--- src/rtl/cpuTypesPkg.sv ---
// shared word and field types for the pipelined cpu
// opcode, funct, alu control and forwarding select codes
package cpuTypesPkg;

  typedef logic [31:0] wordT;     // data, address or instruction
  typedef logic [4:0]  regAddrT;  // register number
  typedef logic [5:0]  opcodeT;
  typedef logic [5:0]  functT;
  typedef logic [2:0]  aluCtlT;
  typedef logic [1:0]  fwdSelT;

  // opcodes
  localparam opcodeT opRtype = 6'h00;
  localparam opcodeT opJ     = 6'h02;
  localparam opcodeT opBeq   = 6'h04;
  localparam opcodeT opBne   = 6'h05;
  localparam opcodeT opAddiu = 6'h09;
  localparam opcodeT opLui   = 6'h0F;
  localparam opcodeT opLw    = 6'h23;
  localparam opcodeT opSw    = 6'h2B;
  localparam opcodeT opHalt  = 6'h3F;

  // r-type funct codes
  localparam functT fnAddu = 6'h21;
  localparam functT fnSubu = 6'h23;
  localparam functT fnAnd  = 6'h24;
  localparam functT fnOr   = 6'h25;
  localparam functT fnSlt  = 6'h2A;

  // alu operations
  localparam aluCtlT aluAdd = 3'd0;
  localparam aluCtlT aluSub = 3'd1;
  localparam aluCtlT aluAnd = 3'd2;
  localparam aluCtlT aluOr  = 3'd3;
  localparam aluCtlT aluSlt = 3'd4;
  localparam aluCtlT aluLui = 3'd5;  // passes operand b, already shifted

  // forwarding sources for the execute operands
  localparam fwdSelT fwdNone  = 2'd0;
  localparam fwdSelT fwdExMem = 2'd1;
  localparam fwdSelT fwdMemWb = 2'd2;

endpackage

--- src/rtl/regFile.sv ---
// 32-entry register file, two read ports, one write port
`timescale 1ns/1ns

module regFile (
  input  logic                 CLK,
  input  logic                 nRST,
  input  cpuTypesPkg::regAddrT rs,
  input  cpuTypesPkg::regAddrT rt,
  input  cpuTypesPkg::regAddrT wbReg,
  input  logic                 wbWrite,
  input  cpuTypesPkg::wordT    wbData,
  output cpuTypesPkg::wordT    rData1,
  output cpuTypesPkg::wordT    rData2
);

  cpuTypesPkg::wordT regs [32];

  always_ff @(posedge CLK or negedge nRST)
  begin
    if (!nRST)
    begin
      for (int i = 0; i < 32; i++)
        regs[i] <= '0;
    end
    else if (wbWrite && wbReg != '0)
      regs[wbReg] <= wbData;
  end

  // write-first, so write-back is visible to decode in the same cycle
  assign rData1 = (rs == '0) ? '0 :
                  (wbWrite && wbReg == rs) ? wbData : regs[rs];
  assign rData2 = (rt == '0) ? '0 :
                  (wbWrite && wbReg == rt) ? wbData : regs[rt];

endmodule

--- src/rtl/fetchStage.sv ---
// program counter, next-pc selection, halt latch and IF/ID register
`timescale 1ns/1ns

module fetchStage #(
  parameter cpuTypesPkg::wordT resetPc = '0
) (
  input  logic              CLK,
  input  logic              nRST,
  output cpuTypesPkg::wordT iAddr,
  input  cpuTypesPkg::wordT iData,
  input  logic              stall,
  input  logic              flushIfId,
  input  logic              jumpTaken,
  input  logic              branchTaken,
  input  logic              haltSeen,
  input  cpuTypesPkg::wordT jumpTarget,
  input  cpuTypesPkg::wordT branchTarget,
  output cpuTypesPkg::wordT ifidInstr,
  output cpuTypesPkg::wordT ifidPcPlus4
);

  cpuTypesPkg::wordT pc;
  cpuTypesPkg::wordT pcPlus4;
  logic              stop;  // set once a halt has been decoded

  assign iAddr   = pc;
  assign pcPlus4 = pc + 32'd4;

  always_ff @(posedge CLK or negedge nRST)
  begin
    if (!nRST)
    begin
      pc          <= resetPc;
      stop        <= 1'b0;
      ifidInstr   <= '0;
      ifidPcPlus4 <= '0;
    end
    else
    begin
      if (branchTaken)
        pc <= branchTarget;  // branch wins over everything
      else if (jumpTaken && !stall)
        pc <= jumpTarget;
      else if (!(stall || haltSeen || stop))
        pc <= pcPlus4;

      if (branchTaken)
        stop <= 1'b0;  // the halt in decode is being squashed
      else if (haltSeen && !stall)
        stop <= 1'b1;

      if (flushIfId || ((haltSeen || stop) && !stall))
      begin
        ifidInstr   <= '0;  // all-zero word is a no-op
        ifidPcPlus4 <= '0;
      end
      else if (!stall)
      begin
        ifidInstr   <= iData;
        ifidPcPlus4 <= pcPlus4;
      end
    end
  end

endmodule

--- src/rtl/decodeStage.sv ---
// instruction decode, immediate extension, jump resolution
// and the ID/EX pipeline register
`timescale 1ns/1ns

module decodeStage (
  input  logic                 CLK,
  input  logic                 nRST,
  input  cpuTypesPkg::wordT    ifidInstr,
  input  cpuTypesPkg::wordT    ifidPcPlus4,
  input  logic                 stall,
  input  logic                 flushIdEx,
  input  logic                 wbWrite,
  input  cpuTypesPkg::regAddrT wbReg,
  input  cpuTypesPkg::wordT    wbData,
  output cpuTypesPkg::regAddrT ifidRs,
  output cpuTypesPkg::regAddrT ifidRt,
  output logic                 jumpTaken,
  output logic                 haltSeen,
  output cpuTypesPkg::wordT    jumpTarget,
  output cpuTypesPkg::aluCtlT  idexAluCtl,
  output logic                 idexAluSrc,
  output logic                 idexRegWrite,
  output logic                 idexMemToReg,
  output logic                 idexDREN,
  output logic                 idexDWEN,
  output logic                 idexBeq,
  output logic                 idexBne,
  output logic                 idexHalt,
  output cpuTypesPkg::regAddrT idexRs,
  output cpuTypesPkg::regAddrT idexRt,
  output cpuTypesPkg::regAddrT idexDst,
  output cpuTypesPkg::wordT    idexRdat1,
  output cpuTypesPkg::wordT    idexRdat2,
  output cpuTypesPkg::wordT    idexImm,
  output cpuTypesPkg::wordT    idexPcPlus4
);

  cpuTypesPkg::opcodeT  opcode;
  cpuTypesPkg::functT   funct;
  cpuTypesPkg::regAddrT rd;
  cpuTypesPkg::wordT    rData1, rData2, imm;
  cpuTypesPkg::aluCtlT  aluCtl;
  cpuTypesPkg::regAddrT dst;
  logic aluSrc, regWrite, memToReg, dREN, dWEN, beq, bne;

  assign opcode = ifidInstr[31:26];
  assign funct  = ifidInstr[5:0];
  assign ifidRs = ifidInstr[25:21];
  assign ifidRt = ifidInstr[20:16];
  assign rd     = ifidInstr[15:11];

  regFile regs (
    .CLK(CLK), .nRST(nRST),
    .rs(ifidRs), .rt(ifidRt),
    .wbReg(wbReg), .wbWrite(wbWrite), .wbData(wbData),
    .rData1(rData1), .rData2(rData2)
  );

  assign jumpTaken  = (opcode == cpuTypesPkg::opJ);
  assign jumpTarget = {ifidPcPlus4[31:28], ifidInstr[25:0], 2'b00};
  assign haltSeen   = (opcode == cpuTypesPkg::opHalt);

  // lui gets its upper-half placement here, the alu just passes it
  assign imm = (opcode == cpuTypesPkg::opLui) ? {ifidInstr[15:0], 16'h0000}
                                               : {{16{ifidInstr[15]}}, ifidInstr[15:0]};

  always_comb
  begin
    aluCtl   = cpuTypesPkg::aluAdd;
    aluSrc   = 1'b0;
    regWrite = 1'b0;
    memToReg = 1'b0;
    dREN     = 1'b0;
    dWEN     = 1'b0;
    beq      = 1'b0;
    bne      = 1'b0;
    dst      = ifidRt;
    case (opcode)
      cpuTypesPkg::opRtype:
      begin
        regWrite = 1'b1;
        dst      = rd;
        case (funct)
          cpuTypesPkg::fnSubu: aluCtl = cpuTypesPkg::aluSub;
          cpuTypesPkg::fnAnd:  aluCtl = cpuTypesPkg::aluAnd;
          cpuTypesPkg::fnOr:   aluCtl = cpuTypesPkg::aluOr;
          cpuTypesPkg::fnSlt:  aluCtl = cpuTypesPkg::aluSlt;
          cpuTypesPkg::fnAddu: aluCtl = cpuTypesPkg::aluAdd;
          default:             regWrite = 1'b0;  // unknown funct acts as no-op
        endcase
      end
      cpuTypesPkg::opAddiu: {aluSrc, regWrite} = 2'b11;
      cpuTypesPkg::opLui:
      begin
        {aluSrc, regWrite} = 2'b11;
        aluCtl = cpuTypesPkg::aluLui;
      end
      cpuTypesPkg::opLw:    {aluSrc, regWrite, memToReg, dREN} = 4'b1111;
      cpuTypesPkg::opSw:    {aluSrc, dWEN} = 2'b11;
      cpuTypesPkg::opBeq:   beq = 1'b1;
      cpuTypesPkg::opBne:   bne = 1'b1;
      default:              ;
    endcase
  end

  // control half of ID/EX, bubbles on stall or flush
  always_ff @(posedge CLK or negedge nRST)
  begin
    if (!nRST)
    begin
      {idexAluSrc, idexRegWrite, idexMemToReg} <= '0;
      {idexDREN, idexDWEN, idexBeq, idexBne, idexHalt} <= '0;
      idexAluCtl <= cpuTypesPkg::aluAdd;
      idexRs     <= '0;
      idexRt     <= '0;
      idexDst    <= '0;
    end
    else if (stall || flushIdEx)
    begin
      {idexAluSrc, idexRegWrite, idexMemToReg} <= '0;
      {idexDREN, idexDWEN, idexBeq, idexBne, idexHalt} <= '0;
    end
    else
    begin
      {idexAluSrc, idexRegWrite, idexMemToReg} <= {aluSrc, regWrite, memToReg};
      {idexDREN, idexDWEN, idexBeq, idexBne, idexHalt} <= {dREN, dWEN, beq, bne, haltSeen};
      idexAluCtl <= aluCtl;
      idexRs     <= ifidRs;
      idexRt     <= ifidRt;
      idexDst    <= dst;
    end
  end

  always_ff @(posedge CLK)
  begin
    idexRdat1   <= rData1;
    idexRdat2   <= rData2;
    idexImm     <= imm;
    idexPcPlus4 <= ifidPcPlus4;
  end

endmodule

--- src/rtl/executeStage.sv ---
// operand forwarding, alu, branch resolution and the EX/MEM register
`timescale 1ns/1ns

module executeStage (
  input  logic                 CLK,
  input  logic                 nRST,
  input  cpuTypesPkg::aluCtlT  idexAluCtl,
  input  logic                 idexAluSrc,
  input  logic                 idexRegWrite,
  input  logic                 idexMemToReg,
  input  logic                 idexDREN,
  input  logic                 idexDWEN,
  input  logic                 idexBeq,
  input  logic                 idexBne,
  input  logic                 idexHalt,
  input  cpuTypesPkg::regAddrT idexDst,
  input  cpuTypesPkg::wordT    idexRdat1,
  input  cpuTypesPkg::wordT    idexRdat2,
  input  cpuTypesPkg::wordT    idexImm,
  input  cpuTypesPkg::wordT    idexPcPlus4,
  input  cpuTypesPkg::fwdSelT  fwdA,
  input  cpuTypesPkg::fwdSelT  fwdB,
  input  cpuTypesPkg::wordT    wbData,
  output logic                 branchTaken,
  output cpuTypesPkg::wordT    branchTarget,
  output logic                 exmemRegWrite,
  output logic                 exmemMemToReg,
  output logic                 exmemDREN,
  output logic                 exmemDWEN,
  output logic                 exmemHalt,
  output cpuTypesPkg::regAddrT exmemDst,
  output cpuTypesPkg::wordT    exmemAluResult,
  output cpuTypesPkg::wordT    exmemStoreData
);

  cpuTypesPkg::wordT opA, opB, aluB, aluResult;
  logic              equal;

  always_comb
  begin
    case (fwdA)
      cpuTypesPkg::fwdExMem: opA = exmemAluResult;
      cpuTypesPkg::fwdMemWb: opA = wbData;
      default:               opA = idexRdat1;
    endcase
    case (fwdB)
      cpuTypesPkg::fwdExMem: opB = exmemAluResult;
      cpuTypesPkg::fwdMemWb: opB = wbData;
      default:               opB = idexRdat2;
    endcase
  end

  assign aluB = idexAluSrc ? idexImm : opB;

  always_comb
  begin
    case (idexAluCtl)
      cpuTypesPkg::aluSub: aluResult = opA - aluB;
      cpuTypesPkg::aluAnd: aluResult = opA & aluB;
      cpuTypesPkg::aluOr:  aluResult = opA | aluB;
      cpuTypesPkg::aluSlt: aluResult = {31'd0, $signed(opA) < $signed(aluB)};
      cpuTypesPkg::aluLui: aluResult = aluB;
      default:             aluResult = opA + aluB;
    endcase
  end

  // branches compare forwarded registers, never the immediate
  assign equal        = (opA == opB);
  assign branchTaken  = (idexBeq && equal) || (idexBne && !equal);
  assign branchTarget = idexPcPlus4 + {idexImm[29:0], 2'b00};

  // EX/MEM register
  always_ff @(posedge CLK or negedge nRST)
  begin
    if (!nRST)
    begin
      exmemRegWrite  <= 1'b0;
      exmemMemToReg  <= 1'b0;
      exmemDREN      <= 1'b0;
      exmemDWEN      <= 1'b0;
      exmemHalt      <= 1'b0;
      exmemDst       <= '0;
      exmemAluResult <= '0;
      exmemStoreData <= '0;
    end
    else
    begin
      exmemRegWrite  <= idexRegWrite;
      exmemMemToReg  <= idexMemToReg;
      exmemDREN      <= idexDREN;
      exmemDWEN      <= idexDWEN;
      exmemHalt      <= idexHalt;
      exmemDst       <= idexDst;
      exmemAluResult <= aluResult;
      exmemStoreData <= opB;  // store data sees forwarding too
    end
  end

endmodule

--- src/rtl/memWbStage.sv ---
// data memory strobes, MEM/WB register, write-back select and halted flag
`timescale 1ns/1ns

module memWbStage (
  input  logic                 CLK,
  input  logic                 nRST,
  input  logic                 exmemRegWrite,
  input  logic                 exmemMemToReg,
  input  logic                 exmemDREN,
  input  logic                 exmemDWEN,
  input  logic                 exmemHalt,
  input  cpuTypesPkg::regAddrT exmemDst,
  input  cpuTypesPkg::wordT    exmemAluResult,
  input  cpuTypesPkg::wordT    exmemStoreData,
  output cpuTypesPkg::wordT    dAddr,
  output cpuTypesPkg::wordT    dWData,
  input  cpuTypesPkg::wordT    dRData,
  output logic                 dREN,
  output logic                 dWEN,
  output logic                 wbWrite,
  output cpuTypesPkg::regAddrT wbReg,
  output cpuTypesPkg::wordT    wbData,
  output cpuTypesPkg::regAddrT memwbDst,
  output logic                 memwbRegWrite,
  output logic                 halted
);

  logic              memwbMemToReg;
  cpuTypesPkg::wordT memwbRData, memwbAluResult;

  assign dAddr  = exmemAluResult;
  assign dWData = exmemStoreData;
  assign dREN   = exmemDREN;
  assign dWEN   = exmemDWEN;

  always_ff @(posedge CLK or negedge nRST)
  begin
    if (!nRST)
    begin
      memwbRegWrite <= 1'b0;
      memwbMemToReg <= 1'b0;
      memwbDst      <= '0;
      halted        <= 1'b0;
    end
    else
    begin
      memwbRegWrite <= exmemRegWrite;
      memwbMemToReg <= exmemMemToReg;
      memwbDst      <= exmemDst;
      halted        <= halted || exmemHalt;  // sticky until reset
    end
  end

  always_ff @(posedge CLK)
  begin
    memwbRData     <= dRData;
    memwbAluResult <= exmemAluResult;
  end

  assign wbWrite = memwbRegWrite;
  assign wbReg   = memwbDst;
  assign wbData  = memwbMemToReg ? memwbRData : memwbAluResult;

endmodule

--- src/rtl/hazardUnit.sv ---
// forwarding selects, load-use stall and flush decisions
`timescale 1ns/1ns

module hazardUnit (
  input  cpuTypesPkg::regAddrT ifidRs,
  input  cpuTypesPkg::regAddrT ifidRt,
  input  cpuTypesPkg::regAddrT idexRs,
  input  cpuTypesPkg::regAddrT idexRt,
  input  cpuTypesPkg::regAddrT idexDst,
  input  cpuTypesPkg::regAddrT exmemDst,
  input  cpuTypesPkg::regAddrT memwbDst,
  input  logic                 idexDREN,
  input  logic                 exmemRegWrite,
  input  logic                 memwbRegWrite,
  input  logic                 jumpTaken,
  input  logic                 branchTaken,
  output cpuTypesPkg::fwdSelT  fwdA,
  output cpuTypesPkg::fwdSelT  fwdB,
  output logic                 stall,
  output logic                 flushIfId,
  output logic                 flushIdEx
);

  // younger EX/MEM result wins over MEM/WB
  function automatic cpuTypesPkg::fwdSelT pickSource(cpuTypesPkg::regAddrT src);
    cpuTypesPkg::fwdSelT sel;
    sel = cpuTypesPkg::fwdNone;
    if (src != '0)
    begin
      if (exmemRegWrite && exmemDst == src)
        sel = cpuTypesPkg::fwdExMem;
      else if (memwbRegWrite && memwbDst == src)
        sel = cpuTypesPkg::fwdMemWb;
    end
    return sel;
  endfunction

  always_comb
  begin
    fwdA = pickSource(idexRs);
    fwdB = pickSource(idexRt);
  end

  // load in EX feeding the instruction in decode
  assign stall = idexDREN && (idexDst != '0) &&
                 (idexDst == ifidRs || idexDst == ifidRt);

  assign flushIfId = branchTaken || (jumpTaken && !stall);  // stalled jump retries
  assign flushIdEx = branchTaken;

endmodule

--- src/rtl/pipelineCpu.sv ---
// top level of the five-stage pipelined cpu
// connects fetch, decode, execute, memory/write-back and hazard unit
`timescale 1ns/1ns

module pipelineCpu #(
  parameter cpuTypesPkg::wordT resetPc = '0
) (
  input  logic              CLK,
  input  logic              nRST,
  output cpuTypesPkg::wordT iAddr,
  input  cpuTypesPkg::wordT iData,
  output cpuTypesPkg::wordT dAddr,
  output cpuTypesPkg::wordT dWData,
  input  cpuTypesPkg::wordT dRData,
  output logic              dREN,
  output logic              dWEN,
  output logic              halted
);

  cpuTypesPkg::wordT    ifidInstr, ifidPcPlus4, jumpTarget, branchTarget;
  cpuTypesPkg::regAddrT ifidRs, ifidRt;
  logic                 stall, flushIfId, flushIdEx, jumpTaken, branchTaken, haltSeen;
  cpuTypesPkg::fwdSelT  fwdA, fwdB;

  cpuTypesPkg::aluCtlT  idexAluCtl;
  logic                 idexAluSrc, idexRegWrite, idexMemToReg, idexDREN, idexDWEN;
  logic                 idexBeq, idexBne, idexHalt;
  cpuTypesPkg::regAddrT idexRs, idexRt, idexDst;
  cpuTypesPkg::wordT    idexRdat1, idexRdat2, idexImm, idexPcPlus4;

  logic                 exmemRegWrite, exmemMemToReg, exmemDREN, exmemDWEN, exmemHalt;
  cpuTypesPkg::regAddrT exmemDst;
  cpuTypesPkg::wordT    exmemAluResult, exmemStoreData;

  logic                 wbWrite, memwbRegWrite;
  cpuTypesPkg::regAddrT wbReg, memwbDst;
  cpuTypesPkg::wordT    wbData;

  fetchStage #(.resetPc(resetPc)) fetch (
    .CLK(CLK), .nRST(nRST), .iAddr(iAddr), .iData(iData),
    .stall(stall), .flushIfId(flushIfId), .jumpTaken(jumpTaken),
    .branchTaken(branchTaken), .haltSeen(haltSeen),
    .jumpTarget(jumpTarget), .branchTarget(branchTarget),
    .ifidInstr(ifidInstr), .ifidPcPlus4(ifidPcPlus4)
  );

  decodeStage decode (
    .CLK(CLK), .nRST(nRST), .ifidInstr(ifidInstr), .ifidPcPlus4(ifidPcPlus4),
    .stall(stall), .flushIdEx(flushIdEx),
    .wbWrite(wbWrite), .wbReg(wbReg), .wbData(wbData),
    .ifidRs(ifidRs), .ifidRt(ifidRt), .jumpTaken(jumpTaken), .haltSeen(haltSeen),
    .jumpTarget(jumpTarget), .idexAluCtl(idexAluCtl), .idexAluSrc(idexAluSrc),
    .idexRegWrite(idexRegWrite), .idexMemToReg(idexMemToReg),
    .idexDREN(idexDREN), .idexDWEN(idexDWEN), .idexBeq(idexBeq), .idexBne(idexBne),
    .idexHalt(idexHalt), .idexRs(idexRs), .idexRt(idexRt), .idexDst(idexDst),
    .idexRdat1(idexRdat1), .idexRdat2(idexRdat2), .idexImm(idexImm),
    .idexPcPlus4(idexPcPlus4)
  );

  executeStage execute (
    .CLK(CLK), .nRST(nRST), .idexAluCtl(idexAluCtl), .idexAluSrc(idexAluSrc),
    .idexRegWrite(idexRegWrite), .idexMemToReg(idexMemToReg),
    .idexDREN(idexDREN), .idexDWEN(idexDWEN), .idexBeq(idexBeq), .idexBne(idexBne),
    .idexHalt(idexHalt), .idexDst(idexDst), .idexRdat1(idexRdat1),
    .idexRdat2(idexRdat2), .idexImm(idexImm), .idexPcPlus4(idexPcPlus4),
    .fwdA(fwdA), .fwdB(fwdB), .wbData(wbData),
    .branchTaken(branchTaken), .branchTarget(branchTarget),
    .exmemRegWrite(exmemRegWrite), .exmemMemToReg(exmemMemToReg),
    .exmemDREN(exmemDREN), .exmemDWEN(exmemDWEN), .exmemHalt(exmemHalt),
    .exmemDst(exmemDst), .exmemAluResult(exmemAluResult),
    .exmemStoreData(exmemStoreData)
  );

  memWbStage memWb (
    .CLK(CLK), .nRST(nRST), .exmemRegWrite(exmemRegWrite),
    .exmemMemToReg(exmemMemToReg), .exmemDREN(exmemDREN), .exmemDWEN(exmemDWEN),
    .exmemHalt(exmemHalt), .exmemDst(exmemDst), .exmemAluResult(exmemAluResult),
    .exmemStoreData(exmemStoreData), .dAddr(dAddr), .dWData(dWData),
    .dRData(dRData), .dREN(dREN), .dWEN(dWEN),
    .wbWrite(wbWrite), .wbReg(wbReg), .wbData(wbData),
    .memwbDst(memwbDst), .memwbRegWrite(memwbRegWrite), .halted(halted)
  );

  hazardUnit hazard (
    .ifidRs(ifidRs), .ifidRt(ifidRt), .idexRs(idexRs), .idexRt(idexRt),
    .idexDst(idexDst), .exmemDst(exmemDst), .memwbDst(memwbDst),
    .idexDREN(idexDREN), .exmemRegWrite(exmemRegWrite),
    .memwbRegWrite(memwbRegWrite), .jumpTaken(jumpTaken), .branchTaken(branchTaken),
    .fwdA(fwdA), .fwdB(fwdB), .stall(stall),
    .flushIfId(flushIfId), .flushIdEx(flushIdEx)
  );

endmodule

--- config.mk ---
export PLATFORM = sky130hd
export DESIGN_NAME = pipelineCpu
export DESIGN_NICKNAME = d
export VERILOG_FILES = /design/src/rtl/cpuTypesPkg.sv /design/src/rtl/regFile.sv /design/src/rtl/fetchStage.sv /design/src/rtl/decodeStage.sv /design/src/rtl/executeStage.sv /design/src/rtl/memWbStage.sv /design/src/rtl/hazardUnit.sv /design/src/rtl/pipelineCpu.sv
export SDC_FILE = /design/constraint.sdc
export NUM_CORES = 2
export LEC_CHECK = 0
export BUFFER_PORTS_ARGS = -buffer_cell sky130_fd_sc_hd__buf_4
export CAP_MARGIN = 20
export CORE_UTILIZATION = 45
export DETAILED_ROUTE_END_ITERATION = 16
export PLACE_DENSITY = 0.67
export SKIP_CTS_REPAIR_TIMING = 1
export SLEW_MARGIN = 40
export SYNTH_ARGS = -nofsm -noshare
export SYNTH_HDL_FRONTEND = slang
export SYNTH_SLANG_ARGS = --single-unit
--- constraint.sdc ---
create_clock -name CLK -period 12.6 [get_ports CLK]
set_input_delay 1.89 -clock CLK [delete_from_list [all_inputs] [get_ports CLK]]
set_output_delay 1.89 -clock CLK [all_outputs]
set_load 0.02 [all_outputs]
-- Word level (Yosys, flattened, before mapping)
Cells that the tools add are included.
- magnitude comparators: 5
- eq/ne operators: 33
- bitwise operators: 5
- div/mod/pow operators: 0
- add/subtract/negate cells: 4
- shift-type cells: 0
- multiply operators: 0
- muxes and demuxes: 49
- reductions and logical operators: 37
- operators by type and width (operator ; number):
    bitwise mux 1024 bit ; 1
    two-way mux 32 bit ; 16
    binary-select mux 32 bit (select 5 bit) ; 2
    demux 32 bit (select 5 bit) ; 1
    one-hot mux 32 bit (5 select lines) ; 1
    one-hot mux 32 bit (2 select lines) ; 2
    adder 32 bit ; 2
    == test 6 bit (second input constant) ; 8
    == test 5 bit ; 8
    adder 32 x 3 -> 32 bit (second input constant) ; 1
    AND 32 bit ; 1
    == test 32 bit ; 1
    less-than comparator 32 bit ; 1
    OR 32 bit ; 1
    subtractor 32 bit ; 1
    two-way mux 31 bit ; 1
    nonzero test 5 bit ; 4
    greater-or-equal comparator 6 bit (second input constant) ; 3
    NOT 5 -> 6 bit ; 3
    logical AND 1 bit ; 15
    two-way mux 1 bit ; 15
    == test 6 x 3 -> 1 bit (second input constant) ; 2
    == test 6 x 4 -> 1 bit (second input constant) ; 2
    two-way mux 2 bit ; 6
    other kinds (21) ; 35
- memories kept: 0
- bits in latches: 0
- flip-flop bits (word level): 1419
- bits in writable memories: 0
- ROM bits: 0

-- Longest topological paths before layout
- depth after elaboration: 14
- depth in mapped cells: 23

-- By module
Synthesis repeated with hierarchy kept, for this count alone.
- cell total of the unflattened synthesis: 6240
- area total of the unflattened synthesis: 77394.2 um2
- modules (own cells, without submodules) (module ; times used ; area each (um2) ; cells an instance):
    regFile ; 1 ; 54932.7 ; 3808
    executeStage ; 1 ; 10318.6 ; 1360
    fetchStage ; 1 ; 4805.9 ; 495
    decodeStage ; 1 ; 4340.4 ; 338
    memWbStage ; 1 ; 2572.5 ; 181
    hazardUnit ; 1 ; 424.2 ; 58

-- Least setup slack after synthesis
No wires, ideal clock.
- kind: register to register
- start point: register memWb.memwbDst[1]
- end point: register execute.exmemAluResult[31]
- period minus slack after synthesis: 5.167 ns
- arrival time: 5.031 ns
- cell stages (with the launch flop): 23
- required time: 12.463 ns
- slack: 7.433 ns
- path buffers: 4
- cells stage by stage: dfrtp_1 -> buf_1 -> xnor2_1 -> nand2_1 -> nor4_1 -> inv_1 -> ha_1 -> clkbuf_1 -> clkbuf_1 -> a221o_1 -> and2_1 -> mux2_2 -> ha_1 -> clkbuf_1 -> or3_1 -> nor2_1 -> nand3_1 -> a2111o_1 -> and3_1 -> o211a_1 -> a31oi_1 -> mux2i_1 -> o21ai_0
- longest elaborated chain between the ends: 10
- elaborated cells between the ends (all ways): 22
- ends and longest elaborated chain (what ; RTL line ; source):
    from (decl) ; memWbStage.sv:23 ; output cpuTypesPkg::regAddrT memwbDst,
    from (signal assigned) ; memWbStage.sv:49 ; memwbDst <= exmemDst;
    == test 5 bit (*) ; hazardUnit.sv:32 ; else if (memwbRegWrite && memwbDst == src)
    logical AND 1 bit (*) ; hazardUnit.sv:32 ;
    two-way mux 2 bit (*) ; hazardUnit.sv:32 ;
    two-way mux 2 bit (*) ; hazardUnit.sv:30 ; if (exmemRegWrite && exmemDst == src)
    two-way mux 2 bit (*) ; hazardUnit.sv:28 ; if (src != '0)
    == test 2 bit / == test 2 x 1 -> 1 bit (equally long branches) ; executeStage.sv:46 ; case (fwdB)
    one-hot mux 32 bit (2 select lines) (*) ; executeStage.sv:46 ;
    net execute.opB[8] ; executeStage.sv:36 ; cpuTypesPkg::wordT opA, opB, aluB, aluResult;
    two-way mux 32 bit (*) ; executeStage.sv:53 ; assign aluB = idexAluSrc ? idexImm : opB;
    adder 32 bit / subtractor 32 bit (equally long branches) ; executeStage.sv:63, executeStage.sv:58 ;
    one-hot mux 32 bit (5 select lines) (*) ; executeStage.sv:57 ; case (idexAluCtl)
    net execute.aluResult[31] ; executeStage.sv:36 ;
    to (signal assigned) ; executeStage.sv:94 ; exmemAluResult <= aluResult;
    to (decl) ; executeStage.sv:32 ; output cpuTypesPkg::wordT exmemAluResult,
The timed path passes the listed nets; every way through them passes the cells marked *.
A chain may end at the register's enable or synchronous reset.

-- Worst setup path after layout
- start point: register memWb.memwbDst[4]
- end point: register execute.exmemAluResult[28]
Same word-level chain as after synthesis.

==> flow_summary.ini <==
[run_status]
outcome = finished clean

[timing]
finalSetupTns_ns = 0
hold_viol = 0
tightest_slew_ns = 0.936
setup_viol = 0
slew_viol_final = 0
grt_setup_unrepaired = no
worst_slack_ns = 5.81
fin_crit_ns = 6.79
hold_ws_ns = 0.366
fmax_mhz = 147
slew_headroom_pct = 37.4
timing.final.crit_share_pct = 53.9
finClkSkew_ns = 0.0344

[routing]
drt_iter0_drc = 6502
finalWirelength_um = 249000
ant_nets = 0
viasPerCell = 6.37
wl_per_cell_um = 27.3
drc = 0
first_pass_iters = 6
num_vias = 58200

[logic_synthesis]
netlist_area_um2 = 75200
yosysUniqueCellTypes = 89
ys_ff_latch = 1419
synth_top_area_share_pct = 40.8
yosysSeqAreaShare_pct = 45.9
synth_cells = 6999
synthFlopType = dfrtp_1
synth_area_leader_cell = dfrtp_1
async_reset_ff_share_pct = 86.5
synth_area_leaders = dfrtp_1 41%, mux4_2 18%, dfxtp_1 5.1%
post_synth.cell_area_avg_um2 = 10.7
synth-edff-count = 0
synth_fp_nets = 7197
yosysWarnings = 0

[grt]
track_usage_pct = 29.5
antenna_found_initial = 10
first_global_vias = 57500
grt_pass1_wl_um = 373000
grt_max_degree = 109
grt-ovfl-total = 0

[clocking]
cts_root_buffer = clkbuf_16
clkTransAtPathRegs_ns = 0.06
cts_tree = built
clk_latency_ns = 0.82
cts_max_level = 4
cts_sinks = 1419
cts_buffers = 154
cts_max_path_buffers = 3

[placed_design]
post-dp-hpwl_um = 155000
globalplace.congestion = 0.981
dp_worst_setup_slack_ns = 6.08
dp.cells = 8850
portBuffers = 164

[layout]
final_net_count = 7018
stdcell_count = 9131
multi_input_area_um2 = 38200
regArea_um2 = 34600
drive_gt1_share_pct = 20.1
area_growth_pct = 12.1
fillers = 14200

[setup_path]
crit_fanout = 62
cp.buffers_inverters = 3
slowest_stage = dfrtp_1
crit_chain = xnor2_1 -> nand4_1 -> nor4_1 -> ha_2 -> buf_4 -> inv_1 -> nor2_1 -> nor2_1 -> o21ai_0 -> inv_1 -> fa_1 -> a21oi_1 -> nor3_1 -> a21oi_1 -> nand2_1 -> a221oi_2 -> o311ai_0 -> o21ai_0 -> or4b_1 -> nand3_1
worst-endpoint-required_ns = 13.33
worstSetupStartpointType = register
crit_path_start = memWb.memwbDst[4]
critical-path-top-delay-family = compound AO/OA/AOI/OAI gates
critPathKind = register to register
critPathMaxStageDelay_ns = 0.68
crit_arrival_ns = 7.51
reg2reg_slack_ns = 5.81
worstReg2RegStart = memWb.memwbDst[4]
worst_setup_path_end_kind = register

[power]
p_comb_share_pct = 1.1
netSwitchingPower_mw = 2.06
p_leak_nw = 35.5
power_mw = 9.46
ir_drop_mv = 0.151
powerDensity_nw_per_um2 = 112
intPower_mw = 7.40
clkPwrFrac_pct = 50.7
swShare_pct = 21.8
power_frac_seq_pct = 48.2

[floorplan]
initial_core_util_pct = 45.5
dieArea_um2 = 169000
core_area_um2 = 165000
ios = 165
die_x_um = 411
num_rows = 149
dieHeight_um = 411

[job]
max_cap_viol_count = 0

[worst_hold_path]
min_from = fetch.ifidPcPlus4[21]
hold_path.class = register to register
[metal layers]
layer,routed length [µm],GRT usage (%),vias to the layer above
met4,13500,14.6,6
li1,-,-,25200
met2,114000,45.7,3102
met1,96300,38.9,29200
met3,25000,6.75,720
met5,41,0,-
[synth_stat cells (11+ instances only)]
library cell	instances
nor4_1	13
nand2b_1	50
inv_1	126
o211ai_1	40
a211oi_1	191
nand4_1	22
mux2i_1	113
dfxtp_1	192
o31ai_1	17
ha_1	130
nand3b_1	11
a21oi_1	733
buf_1	66
a31oi_1	12
and3_1	26
nor2_1	747
nor2b_1	107
buf_2	29
mux4_2	586
nor3_1	24
o22ai_1	43
dfrtp_1	1227
nor4b_1	17
xnor2_1	58
xor2_1	58
mux2_2	61
o211a_1	17
a221o_1	48
a221oi_1	38
and2_1	37
nand3_1	44
o21ai_0	579
a22oi_1	12
a21o_1	47
nand2_1	695
o221ai_1	32
clkbuf_1	547
mux2_4	27
[power groups by stage]
stage	combinational [mW]	sequential [mW]	clock, mW
floorplan	0.00234	4.64	0
global placement	0.106	4.65	0
detailed placement	0.112	4.65	0
CTS	0.112	4.56	4.83
global route	0.124	4.56	5.01
finish	0.107	4.56	4.79
[worst reg2reg max path: stages (launching register included)]
cell and delay [ns]:
dfrtp_1 0.68, xnor2_1 0.18, nand4_1 0.12, nor4_1 0.57, ha_2 0.30, buf_4 0.52
inv_1 0.41, nor2_1 0.26, nor2_1 0.09, o21ai_0 0.50, inv_1 0.16, fa_1 0.44
a21oi_1 0.25, nor3_1 0.07, a21oi_1 0.31, nand2_1 0.21, a221oi_2 0.53, o311ai_0 0.31
o21ai_0 0.26, or4b_1 0.45, nand3_1 0.09
[path summary, 6_finish.rpt]
kind | end | depth (start not counted)
worst max-delay path | execute.exmemAluResult[28] | 20
worst min-delay path | decode.idexPcPlus4[21] | 0
worst max register to register | execute.exmemAluResult[28] | 20
worst min register to register | decode.idexPcPlus4[21] | 0
max in group asynchronous | decode.regs.regs[720] | 4
min in group asynchronous | fetch.iAddr[1] | 1
[layout make-up]
class | count | area share (%)
clock inverters | 53 | 0.879
flip-flops and latches | 1419 | 41.0
repair buffers | 321 | 3.46
clock buffers | 224 | 5.49
diodes | 1 | 0.00297
multi-input cells | 4797 | 45.3
inverters | 127 | 0.566
well taps | 2189 | 3.25
[cell families after synthesis]
family                   count (synthesis)  share of synthesized area, %
adder cells (fa/ha/maj)                132                          2.22
multiplexers                           798                          20.7
XOR/XNOR                               116                          1.35
AND/OR/NAND/NOR                       1835                          10.5
flip-flops                            1419                          45.9
AO/OA/AOI/OAI                         1916                          15.3
buffers and inverters                  783                          4.06
[layout by cell type, fill, tap and decap left out, drive strengths merged, types with 44 or more instances in the layout]
cell    instances
nand2b         50
xor2           58
inv           132
dfrtp        1227
dfxtp         192
clkbuf        224
nand3          44
a211oi        191
a221o          48
o21ai         581
xnor2          58
mux4          586
nand2         695
mux2           98
a221oi         48
ha            130
mux2i         114
a21o           47
nor2          748
nor2b         107
a21oi         733
buf           321
[registers in the layout, indices dropped and copies added (netlist names), 32 cells and up]
| register | cells |
|---|---|
| decode.idexImm | 32 |
| decode.idexPcPlus4 | 32 |
| decode.idexRdat1 | 32 |
| decode.idexRdat2 | 32 |
| decode.regs.regs | 1024 |
| execute.exmemAluResult | 32 |
| execute.exmemStoreData | 32 |
| fetch.iAddr | 32 |
| fetch.ifidInstr | 32 |
| fetch.ifidPcPlus4 | 32 |
| memWb.memwbAluResult | 32 |
| memWb.memwbRData | 32 |
[through the flow]
stage / cell area [µm²] / utilization, %
global placement: 78200 / 47.3
global route: 84300 / 51.0
finish: 84300 / 51.0
CTS: 84200 / 50.9
detailed placement: 78800 / 47.6
floorplan: 75200 / -
Note: power is estimated with default switching activity, not from simulation.
